[src/icmp_ctrl_pkg.sv]
package icmp_ctrl_pkg;

    // datapath words
    typedef logic [7:0]  byte_t;
    typedef logic [15:0] len_t;     // byte count of a message
    typedef logic [15:0] csum_t;    // ones-complement word

    ////////////////////////////////////////
    // receive FSM
    ////////////////////////////////////////
    typedef enum logic [2:0] {
        RX_IDLE,
        RX_RECV,
        RX_CHECK,
        RX_READY,     // holding reply_req toward the framer
        RX_DROP
    } rx_state_t;

    ////////////////////////////////////////
    // transmit FSM
    ////////////////////////////////////////
    typedef enum logic [2:0] {
        TX_IDLE,
        TX_REQ,       // tx_req high, waiting for tx_ack
        TX_REL,       // waiting for tx_ack to drop
        TX_WAIT,      // waiting for tx_data_req
        TX_SEND
    } tx_state_t;

endpackage

[src/icmp_proto_pkg.sv]
package icmp_proto_pkg;

    ////////////////////////////////////////
    // message type codes
    ////////////////////////////////////////
    localparam logic [7:0] ECHO_REQUEST = 8'h08;
    localparam logic [7:0] ECHO_REPLY   = 8'h00;

    ////////////////////////////////////////
    // header layout, byte offsets
    ////////////////////////////////////////
    localparam int HDR_LEN = 8;     // type, code, checksum, id, seq

    localparam int OFS_TYPE = 0;
    localparam int OFS_CODE = 1;
    localparam int OFS_CSUM = 2;    // two bytes, high first
    localparam int OFS_ID   = 4;    // two bytes, high first
    localparam int OFS_SEQ  = 6;    // two bytes, high first

endpackage
[src/icmp_echo.sv]
`timescale 1ns/1ps

module icmp_echo #(
    parameter int PAYLOAD_DEPTH = 256,
    parameter int TX_TIMEOUT    = 1024
) (
    input  logic                 clk,
    input  logic                 rstn,
    input  logic                 rx_start,
    input  icmp_ctrl_pkg::len_t  rx_len,
    input  icmp_ctrl_pkg::byte_t rx_data,
    input  logic                 rx_error,
    input  logic                 tx_ack,
    input  logic                 tx_data_req,
    output logic                 tx_req,
    output logic                 tx_valid,
    output icmp_ctrl_pkg::byte_t tx_data,
    output logic                 tx_end
);
    import icmp_ctrl_pkg::*;

    localparam int AW = $clog2(PAYLOAD_DEPTH);

    // payload buffer
    logic          wr_en;
    logic [AW-1:0] wr_addr;
    byte_t         wr_data;
    logic [AW-1:0] rd_addr;
    byte_t         rd_data;

    // checksum feeds
    logic          chk_clear;
    logic          chk_add;
    csum_t         chk_word;
    csum_t         chk_sum;
    logic          rep_clear;
    logic          rep_add;
    csum_t         rep_word;
    csum_t         rep_sum;

    // parser to framer
    logic          reply_req;
    logic          reply_ack;
    byte_t         code;
    logic [15:0]   id;
    logic [15:0]   seq;
    len_t          msg_len;

    icmp_rx_parser #(
        .PAYLOAD_DEPTH (PAYLOAD_DEPTH)
    ) rx_parser (
        .clk       (clk),
        .rstn      (rstn),
        .rx_start  (rx_start),
        .rx_len    (rx_len),
        .rx_data   (rx_data),
        .rx_error  (rx_error),
        .wr_en     (wr_en),
        .wr_addr   (wr_addr),
        .wr_data   (wr_data),
        .chk_clear (chk_clear),
        .chk_add   (chk_add),
        .chk_word  (chk_word),
        .rep_clear (rep_clear),
        .rep_add   (rep_add),
        .rep_word  (rep_word),
        .chk_sum   (chk_sum),
        .reply_req (reply_req),
        .reply_ack (reply_ack),
        .code      (code),
        .id        (id),
        .seq       (seq),
        .msg_len   (msg_len)
    );

    icmp_checksum verify_csum (
        .clk    (clk),
        .rstn   (rstn),
        .clear  (chk_clear),
        .add_en (chk_add),
        .word   (chk_word),
        .sum    (chk_sum)
    );

    icmp_checksum reply_csum (
        .clk    (clk),
        .rstn   (rstn),
        .clear  (rep_clear),
        .add_en (rep_add),
        .word   (rep_word),
        .sum    (rep_sum)
    );

    icmp_payload_ram #(
        .PAYLOAD_DEPTH (PAYLOAD_DEPTH)
    ) payload_ram (
        .clk     (clk),
        .wr_en   (wr_en),
        .wr_addr (wr_addr),
        .wr_data (wr_data),
        .rd_addr (rd_addr),
        .rd_data (rd_data)
    );

    icmp_tx_framer #(
        .PAYLOAD_DEPTH (PAYLOAD_DEPTH),
        .TX_TIMEOUT    (TX_TIMEOUT)
    ) tx_framer (
        .clk         (clk),
        .rstn        (rstn),
        .reply_req   (reply_req),
        .reply_ack   (reply_ack),
        .code        (code),
        .id          (id),
        .seq         (seq),
        .msg_len     (msg_len),
        .reply_csum  (rep_sum),
        .rd_addr     (rd_addr),
        .rd_data     (rd_data),
        .tx_req      (tx_req),
        .tx_ack      (tx_ack),
        .tx_data_req (tx_data_req),
        .tx_valid    (tx_valid),
        .tx_data     (tx_data),
        .tx_end      (tx_end)
    );

endmodule

[src/icmp_tx_framer.sv]
`timescale 1ns/1ps

module icmp_tx_framer #(
    parameter int PAYLOAD_DEPTH = 256,
    parameter int TX_TIMEOUT    = 1024
) (
    input  logic                             clk,
    input  logic                             rstn,
    input  logic                             reply_req,
    output logic                             reply_ack,
    input  icmp_ctrl_pkg::byte_t             code,
    input  logic [15:0]                      id,
    input  logic [15:0]                      seq,
    input  icmp_ctrl_pkg::len_t              msg_len,
    input  icmp_ctrl_pkg::csum_t             reply_csum,
    output logic [$clog2(PAYLOAD_DEPTH)-1:0] rd_addr,
    input  icmp_ctrl_pkg::byte_t             rd_data,
    output logic                             tx_req,
    input  logic                             tx_ack,
    input  logic                             tx_data_req,
    output logic                             tx_valid,
    output icmp_ctrl_pkg::byte_t             tx_data,
    output logic                             tx_end
);
    import icmp_ctrl_pkg::*;
    import icmp_proto_pkg::*;

    localparam int AW = $clog2(PAYLOAD_DEPTH);
    localparam int TW = $clog2(TX_TIMEOUT + 1);

    tx_state_t     state;
    len_t          cnt;         // index of the byte being sent
    len_t          rd_idx;
    logic [TW-1:0] wait_cnt;
    logic          last;
    byte_t         next_byte;

    // payload read runs one byte ahead to cover the RAM latency
    assign rd_idx  = cnt - len_t'(HDR_LEN) + len_t'(1);
    assign rd_addr = rd_idx[AW-1:0];
    assign last    = (cnt == msg_len - len_t'(1));

    always_comb
    begin
        case (cnt)
            len_t'(OFS_TYPE):     next_byte = ECHO_REPLY;
            len_t'(OFS_CODE):     next_byte = code;
            len_t'(OFS_CSUM):     next_byte = reply_csum[15:8];
            len_t'(OFS_CSUM + 1): next_byte = reply_csum[7:0];
            len_t'(OFS_ID):       next_byte = id[15:8];
            len_t'(OFS_ID + 1):   next_byte = id[7:0];
            len_t'(OFS_SEQ):      next_byte = seq[15:8];
            len_t'(OFS_SEQ + 1):  next_byte = seq[7:0];
            default:              next_byte = rd_data;
        endcase
    end

    ////////////////////////////////////////
    // handshake and stream control
    ////////////////////////////////////////
    always_ff @(posedge clk)
    begin
        if (!rstn)
        begin
            state     <= TX_IDLE;
            reply_ack <= 1'b0;
            tx_req    <= 1'b0;
            tx_valid  <= 1'b0;
            tx_end    <= 1'b0;
            cnt       <= '0;
            wait_cnt  <= '0;
        end
        else
        begin
            tx_valid <= 1'b0;
            tx_end   <= 1'b0;
            case (state)
                TX_IDLE:
                begin
                    if (!reply_req)
                        reply_ack <= 1'b0;      // parser has let go
                    else if (!reply_ack)
                    begin
                        state  <= TX_REQ;
                        tx_req <= 1'b1;
                    end
                end
                TX_REQ:
                    if (tx_ack)
                    begin
                        tx_req <= 1'b0;
                        state  <= TX_REL;
                    end
                TX_REL:
                    if (!tx_ack)
                    begin
                        wait_cnt <= '0;
                        state    <= TX_WAIT;
                    end
                TX_WAIT:
                begin
                    if (tx_data_req)
                    begin
                        cnt   <= '0;
                        state <= TX_SEND;
                    end
                    else if (wait_cnt == TW'(TX_TIMEOUT - 1))
                    begin
                        reply_ack <= 1'b1;      // give up, reply is lost
                        state     <= TX_IDLE;
                    end
                    else
                        wait_cnt <= wait_cnt + 1'b1;
                end
                TX_SEND:
                begin
                    tx_valid <= 1'b1;
                    tx_end   <= last;
                    cnt      <= cnt + len_t'(1);
                    if (last)
                    begin
                        reply_ack <= 1'b1;
                        state     <= TX_IDLE;
                    end
                end
                default:
                    state <= TX_IDLE;
            endcase
        end
    end

    always_ff @(posedge clk)
    begin
        if (state == TX_SEND)
            tx_data <= next_byte;
    end

    // request is held for as long as the IP side takes to answer
    assert property (@(posedge clk) disable iff (!rstn) tx_req && !tx_ack |=> tx_req)
        else $error("icmp_tx_framer: tx_req dropped before tx_ack");

endmodule

[src/icmp_rx_parser.sv]
`timescale 1ns/1ps

module icmp_rx_parser #(
    parameter int PAYLOAD_DEPTH = 256
) (
    input  logic                             clk,
    input  logic                             rstn,
    input  logic                             rx_start,
    input  icmp_ctrl_pkg::len_t              rx_len,
    input  icmp_ctrl_pkg::byte_t             rx_data,
    input  logic                             rx_error,
    output logic                             wr_en,
    output logic [$clog2(PAYLOAD_DEPTH)-1:0] wr_addr,
    output icmp_ctrl_pkg::byte_t             wr_data,
    output logic                             chk_clear,
    output logic                             chk_add,
    output icmp_ctrl_pkg::csum_t             chk_word,
    output logic                             rep_clear,
    output logic                             rep_add,
    output icmp_ctrl_pkg::csum_t             rep_word,
    input  icmp_ctrl_pkg::csum_t             chk_sum,
    output logic                             reply_req,
    input  logic                             reply_ack,
    output icmp_ctrl_pkg::byte_t             code,
    output logic [15:0]                      id,
    output logic [15:0]                      seq,
    output icmp_ctrl_pkg::len_t              msg_len
);
    import icmp_ctrl_pkg::*;
    import icmp_proto_pkg::*;

    localparam int AW = $clog2(PAYLOAD_DEPTH);

    rx_state_t state;
    len_t      cnt;         // bytes taken so far
    len_t      pay_idx;
    len_t      word_ofs;    // offset of the high byte of the current word
    byte_t     hi_byte;
    logic      type_ok;
    logic      len_ok;
    logic      byte_vld;
    logic      last_byte;
    logic      word_done;
    logic      start_ok;
    logic      sum_clear;
    logic      sum_add;
    csum_t     word;
    csum_t     word_rep;

    assign start_ok  = (state == RX_IDLE) && rx_start && !reply_ack;
    assign byte_vld  = (state == RX_RECV) && (cnt < msg_len);
    assign last_byte = byte_vld && (cnt == msg_len - len_t'(1));
    assign word_done = byte_vld && (cnt[0] || last_byte);
    assign pay_idx   = cnt - len_t'(HDR_LEN);
    assign word_ofs  = {cnt[15:1], 1'b0};
    assign len_ok    = (msg_len >= len_t'(HDR_LEN)) &&
                       (32'(msg_len) <= 32'(HDR_LEN + PAYLOAD_DEPTH));

    // both sums are cleared and fed in step
    assign chk_clear = sum_clear;
    assign rep_clear = sum_clear;
    assign chk_add   = sum_add;
    assign rep_add   = sum_add;
    assign reply_req = (state == RX_READY);

    ////////////////////////////////////////
    // word pairing
    ////////////////////////////////////////
    always_comb
    begin
        word = {hi_byte, rx_data};
        if (!cnt[0])
            word = {rx_data, 8'h00};        // odd tail, zero pad
        word_rep = word;
        if (word_ofs == len_t'(OFS_TYPE))
            word_rep = {ECHO_REPLY, word[7:0]};
        else if (word_ofs == len_t'(OFS_CSUM))
            word_rep = '0;                  // reply checksum field taken as zero
    end

    ////////////////////////////////////////
    // control
    ////////////////////////////////////////
    always_ff @(posedge clk)
    begin
        if (!rstn)
        begin
            state     <= RX_IDLE;
            cnt       <= '0;
            type_ok   <= 1'b0;
            sum_clear <= 1'b0;
            sum_add   <= 1'b0;
            wr_en     <= 1'b0;
        end
        else
        begin
            sum_clear <= start_ok;
            sum_add   <= word_done;
            wr_en     <= byte_vld && (cnt >= len_t'(HDR_LEN)) &&
                         (pay_idx < len_t'(PAYLOAD_DEPTH));
            if (start_ok)
            begin
                cnt     <= '0;
                type_ok <= 1'b0;
            end
            else if (byte_vld)
            begin
                cnt <= cnt + len_t'(1);
                if (cnt == len_t'(OFS_TYPE))
                    type_ok <= (rx_data == ECHO_REQUEST);
            end

            case (state)
                RX_IDLE:
                    if (start_ok)
                        state <= RX_RECV;
                RX_RECV:
                    if (rx_error)
                        state <= RX_DROP;
                    else if (cnt == msg_len)
                        state <= RX_CHECK;      // last add is in flight this cycle
                RX_CHECK:
                    if (type_ok && len_ok && (chk_sum == '0))
                        state <= RX_READY;
                    else
                        state <= RX_DROP;
                RX_READY:
                    if (reply_ack)
                        state <= RX_IDLE;
                default:
                    state <= RX_IDLE;
            endcase
        end
    end

    ////////////////////////////////////////
    // captured fields and datapath
    ////////////////////////////////////////
    always_ff @(posedge clk)
    begin
        if (start_ok)
            msg_len <= rx_len;
        if (byte_vld)
        begin
            if (!cnt[0])
                hi_byte <= rx_data;
            if (cnt == len_t'(OFS_CODE))
                code <= rx_data;
            if (cnt == len_t'(OFS_ID))
                id[15:8] <= rx_data;
            if (cnt == len_t'(OFS_ID + 1))
                id[7:0] <= rx_data;
            if (cnt == len_t'(OFS_SEQ))
                seq[15:8] <= rx_data;
            if (cnt == len_t'(OFS_SEQ + 1))
                seq[7:0] <= rx_data;
        end
        if (word_done)
        begin
            chk_word <= word;
            rep_word <= word_rep;
        end
        wr_addr <= pay_idx[AW-1:0];
        wr_data <= rx_data;
    end

endmodule

[src/icmp_payload_ram.sv]
`timescale 1ns/1ps

module icmp_payload_ram #(
    parameter int PAYLOAD_DEPTH = 256
) (
    input  logic                             clk,
    input  logic                             wr_en,
    input  logic [$clog2(PAYLOAD_DEPTH)-1:0] wr_addr,
    input  icmp_ctrl_pkg::byte_t             wr_data,
    input  logic [$clog2(PAYLOAD_DEPTH)-1:0] rd_addr,
    output icmp_ctrl_pkg::byte_t             rd_data
);
    import icmp_ctrl_pkg::*;

    byte_t mem [PAYLOAD_DEPTH];     // echo payload, header bytes not stored

    always_ff @(posedge clk)
    begin
        if (wr_en)
            mem[wr_addr] <= wr_data;
        rd_data <= mem[rd_addr];    // one cycle read latency
    end

    // writer side must keep oversized messages out of the buffer
    assert property (@(posedge clk) wr_en |-> (int'(wr_addr) < PAYLOAD_DEPTH))
        else $error("icmp_payload_ram: write address %0d out of range", wr_addr);

endmodule

[src/icmp_checksum.sv]
`timescale 1ns/1ps

module icmp_checksum (
    input  logic                 clk,
    input  logic                 rstn,
    input  logic                 clear,
    input  logic                 add_en,
    input  icmp_ctrl_pkg::csum_t word,
    output icmp_ctrl_pkg::csum_t sum
);
    import icmp_ctrl_pkg::*;

    logic [31:0] acc;       // running sum, carries kept in upper half
    logic [31:0] acc_next;
    logic [31:0] fold_1;
    logic [31:0] fold_2;
    csum_t       folded;

    always_comb
    begin
        acc_next = acc;
        if (clear)
            acc_next = '0;
        else if (add_en)
            acc_next = acc + {16'h0000, word};
        // two end-around folds are always enough for 32 bits
        fold_1 = {16'h0000, acc_next[31:16]} + {16'h0000, acc_next[15:0]};
        fold_2 = {16'h0000, fold_1[31:16]} + {16'h0000, fold_1[15:0]};
    end

    assign folded = fold_2[15:0];

    always_ff @(posedge clk)
    begin
        if (!rstn)
        begin
            acc <= '0;
            sum <= 16'hffff;
        end
        else
        begin
            acc <= acc_next;
            sum <= ~folded;     // ready the cycle after the last add
        end
    end

    // the parser must never restart a sum while still feeding it
    assert property (@(posedge clk) disable iff (!rstn) !(clear && add_en))
        else $error("icmp_checksum: clear and add_en high together");

endmodule

[config.mk]
export PLATFORM = sky130hd
export DESIGN_NAME = icmp_echo
export DESIGN_NICKNAME = d
export VERILOG_FILES = /design/src/icmp_ctrl_pkg.sv /design/src/icmp_proto_pkg.sv /design/src/icmp_echo.sv /design/src/icmp_tx_framer.sv /design/src/icmp_rx_parser.sv /design/src/icmp_payload_ram.sv /design/src/icmp_checksum.sv
export SDC_FILE = /design/constraint.sdc
export NUM_CORES = 2
export LEC_CHECK = 0
export BUFFER_PORTS_ARGS = -buffer_cell sky130_fd_sc_hd__buf_2
export CORE_ASPECT_RATIO = 1.4
export CORE_MARGIN = 8
export CORE_UTILIZATION = 52
export CTS_BUF_LIST = sky130_fd_sc_hd__clkbuf_16
export DETAILED_ROUTE_END_ITERATION = 6
export PLACE_DENSITY_LB_ADDON = 0.3
export SLEW_MARGIN = 20
export SYNTH_ARGS = -nofsm -noshare
export SYNTH_HDL_FRONTEND = slang
export SYNTH_SLANG_ARGS = --single-unit
[constraint.sdc]
create_clock -name clk -period 6.6 [get_ports clk]
set_input_delay 0 -clock clk [delete_from_list [all_inputs] [get_ports clk]]
set_output_delay 0 -clock clk [all_outputs]
set_load 0.01 [all_outputs]
==> reports/results.tsv <==
stage	metric	value	unit
die	I/O pin cnt	41	
drt	Wirelength per Cell	28.0	um
yosys	Synth Register Bits	2329	
drt	drt first pass iters	7	
die	Std-Cell Core Area	182000	um2
grt	initial antenna violation count	4	
clocking	Worst-path clk slew	70	ps
yosys	yosys warns	0	
finish	area grow syn2layout	11.2	%
die	Die W	377	um
drt	vias	48200	
clocking	CTS H-tree depth	4	
timing	clock skew	40.3	ps
die	die height	522	um
die	cell row count	185	
power	Leak	32.9	nW
yosys	Cells after Synth	5088	
timing	max frequency	161	MHz
yosys	synthesized cell area	95100	um2
power	VDD IR max	0.308	mV
critical_path	WS Path Type	reg -> reg	
yosys	post-synthesis sequential area ratio	71.7	%
finish	Final #Nets	5340	
status	failing checks	DRC	
yosys	top cells by area, synth	edfxtp_1 68%, mux4_2 15%, dfxtp_1 3.7%	
grt	vias in the first global route	49200	
timing	worst-margin pin slew	1270	ps
clocking	CTS tree	done	
yosys	Synth Net Count	5220	
yosys	Mean Syn Cell Area	18.7	um2
placed_design	detailed placer's ending HPWL	134000	um
timing	Total Neg Setup Slack	0	ps
drt	Residual DRC	6	
power	Power Total	28.6	mW
drt	vias per cell	6.17	
drt	DRT iter0 DRCs	5057	
timing	Slew headroom	15.1	%
critical_path	CP max-delay cell	or4_1	
timing	minimum clock period	6210	ps
yosys	Synth async-reset ratio	0	%
critical_path	Largest stage delay, worst path	560	ps
timing	RSZ-0062 raised after global routing	true	
grt	pin count of the biggest net entering global routing	257	
grt	gr ovfl total	0	
yosys	leading area contributor after synthesis	edfxtp_1	
critical_path	critical-path maximum fanout	5	
placed_design	routability congestion estimate	0.879	
die	Starting Density	52.3	%
critical_path	CP endpoint	verify_csum.sum[15]	
clocking	clock root buffer	clkbuf_16	
die	die area	197000	um2
critical_path	Worst R2R Path Depth	28	
clocking	Sink Count	2329	
clocking	CTS Buffer Depth	3	
critical_path	Reg2Reg Setup Slack	390	ps
status	status	finished, violations left	
critical_path	WP data required	7320	ps
critical_path	critical path capture point type	flip-flop	
hold_path	worst min path class	in -> reg	
clocking	TritonCTS Buffers	205	
critical_path	R2R Path End	verify_csum.sum[15]	
yosys	top-area cell type share of the netlist area	68.0	%
finish	fraction of layout cells with a size suffix above 1	21.8	%
yosys	Yosys cell types	79	
critical_path	cell depth of the worst setup path	28	
power	Cell Pwr Density	271	nW/um2
critical_path	crit path from	rx_parser.chk_word[0]	
timing	Hold Fails Final Rpt	0	
critical_path	reg-to-reg startpoint	rx_parser.chk_word[0]	
yosys	leading register cell type out of synthesis	edfxtp_1	
drt	total wire length	219000	um
grt	global-route usage over all layers	22.1	%
critical_path	crit-path leading delay family	compound AO/OA/AOI/OAI gates	
critical_path	Crit path arrival time	6930	ps
timing	Slew Limit Fails	0	
critical_path	Startpoint Class	flip-flop	
drt	Detail Route Antenna Nets	0	
clocking	clock latency on the worst-skew pair	850	ps
critical_path	Buf/Inv on CP	1	
yosys	EDFF count, synth	2152	
placed_design	I/O Buffers	40	
grt	first-pass GRT wire length	325000	um
timing	Final Cycle Share	94.1	%
run	maxcap violations	0	
timing	final setup vio count	0	
state kept, by name, indices dropped and copies added (netlist names), 3 cells and up:
signal,count
verify_csum.sum,16
rx_parser.wr_data,8
payload_ram.rd_data,8
rx_parser.rep_word,16
reply_csum.sum,16
tx_framer.state,3
rx_parser.hi_byte,8
tx_framer.cnt,16
payload_ram.mem,2048
rx_parser.seq,16
rx_parser.code,8
tx_framer.tx_data,8
rx_parser.wr_addr,8
rx_parser.msg_len,16
verify_csum.acc,32
reply_csum.acc,32
rx_parser.cnt,16
rx_parser.state,3
rx_parser.id,16
tx_framer.wait_cnt,11
rx_parser.chk_word,16
cell usage after synthesis (4+ instances only):
library cell     n
o211ai_1        22
nand2b_1        17
or2_2           10
mux4_2         640
and2_1          33
a31oi_1         10
nor3b_1          4
and3_1          29
nor3_1          64
inv_1           56
a211oi_1        17
o21ai_0         59
dfxtp_1        177
nand4_1         30
o21ai_1         16
and4_1          10
nand3_1         76
buf_2           52
or3_1           28
mux2_2          57
a21o_1          32
nor4b_1          5
nor2b_1         24
mux2i_1         52
a2111oi_0        6
buf_1           25
xnor2_1        108
o31ai_1          4
edfxtp_1      2152
xor2_1          43
buf_4           10
fa_1             4
nand3b_1         7
nor2_1         462
clkbuf_1       177
a21oi_1        120
o21bai_1         8
a222oi_1        16
ha_1            98
o21a_1          17
buf_6            7
nor4_1          33
nand2_1        192
a21boi_0        12
or4_1           15
per-stage QoR:
stage                     instance area [um2]  util, %  setup WS, ps  hold slack, ps  cells
after floorplan                         95100        -           947            27.7   5088
final                                  106000     58.2           390            63.8   7818
after global routing                   106000     58.2         -27.5            44.1   7815
after CTS                              106000     58.1           255            9.17   7811
after global placement                  98300     54.1           319             181   7375
after detailed placement                98300     54.1           273             179   7375
worst register-to-register path, delay by kind of cell (launching register included):
family / cells / cell delay (ps)
AOI/OAI and AO/OA: 12 / 2420
xor gates and xnor gates: 1 / 140
adders and majority gates: 5 / 1280
buffers and inverters: 1 / 170
DFF: 1 / 370
and+or+nand+nor: 9 / 1720
how the worst min path moves through the flow:
stage                from                    to  slack, ps  cells after the start
2_1_floorplan  rx_data[0]  rx_parser.wr_data[0]         30                      0
3_3_place_gp    rx_len[7]  rx_parser.msg_len[7]        180                      1
3_5_place_dp    rx_len[8]  rx_parser.msg_len[8]        180                      1
4_1_cts        rx_data[5]  rx_parser.wr_data[5]          9                      2
5_1_grt        rx_data[5]  rx_parser.wr_data[5]         40                      2
6_report       rx_data[5]  rx_parser.wr_data[5]         60                      2
timing repair:
action	in CTS	in global routing
hold endpoints to repair	178	0
buffers inserted	0	1
hold buffers	54	0
resized for setup	0	9
setup endpoints to repair	0	7
per-layer routing:
layer	part of all wire [%]	GRT usage (%)	up-vias
met1	37	27.8	25200
li1	-	-	20800
met3	6.2	2.98	361
met4	3.6	7.90	0
met2	53	39.5	1829
met5	0	0	-
layout make-up:
type / count / area [um2]
timing repair buffer: 184 / 1750
clock inverter: 176 / 1650
tap: 2431 / 3040
fill: 13000 / 76000
antenna: 4 / 10.0
inverter: 57 / 214
multi-input combinational: 2431 / 25700
sequential: 2329 / 68200
clock buffer: 206 / 5150
power breakdown:
part | internal, mW | switching (mW)
logic | 0.0967 | 0.293
clock network | 6.72 | 5.34
registers | 16.1 | 0.0706
logic make-up (layout without fill, tap and decap cells):
logic type	count (synthesis)	count (layout)	share of synthesized area (%)
xor gates and xnor gates	151	151	1.39
muxes	749	749	16.4
adders and majority gates	102	102	1.37
and+or+nand+nor	1051	1051	5.14
DFF	2329	2329	71.7
other	0	4	0
AOI/OAI and AO/OA	378	378	2.57
buffers and inverters	328	623	1.46
placed cells by master, fill, tap and decap left out, types with 64 or more instances in the layout:
| cell type | Yosys | routed |
|---|---|---|
| a21oi_1 | 120 | 119 |
| buf_4 | 10 | 64 |
| clkbuf_16 | 0 | 206 |
| dfxtp_1 | 177 | 166 |
| edfxtp_1 | 2152 | 2152 |
| ha_1 | 98 | 95 |
| inv_1 | 56 | 103 |
| mux4_2 | 640 | 640 |
| nand2_1 | 192 | 192 |
| nand3_1 | 76 | 67 |
| nor2_1 | 462 | 461 |
| xnor2_1 | 108 | 106 |
No activity file was read; power rests on OpenSTA's default activity.
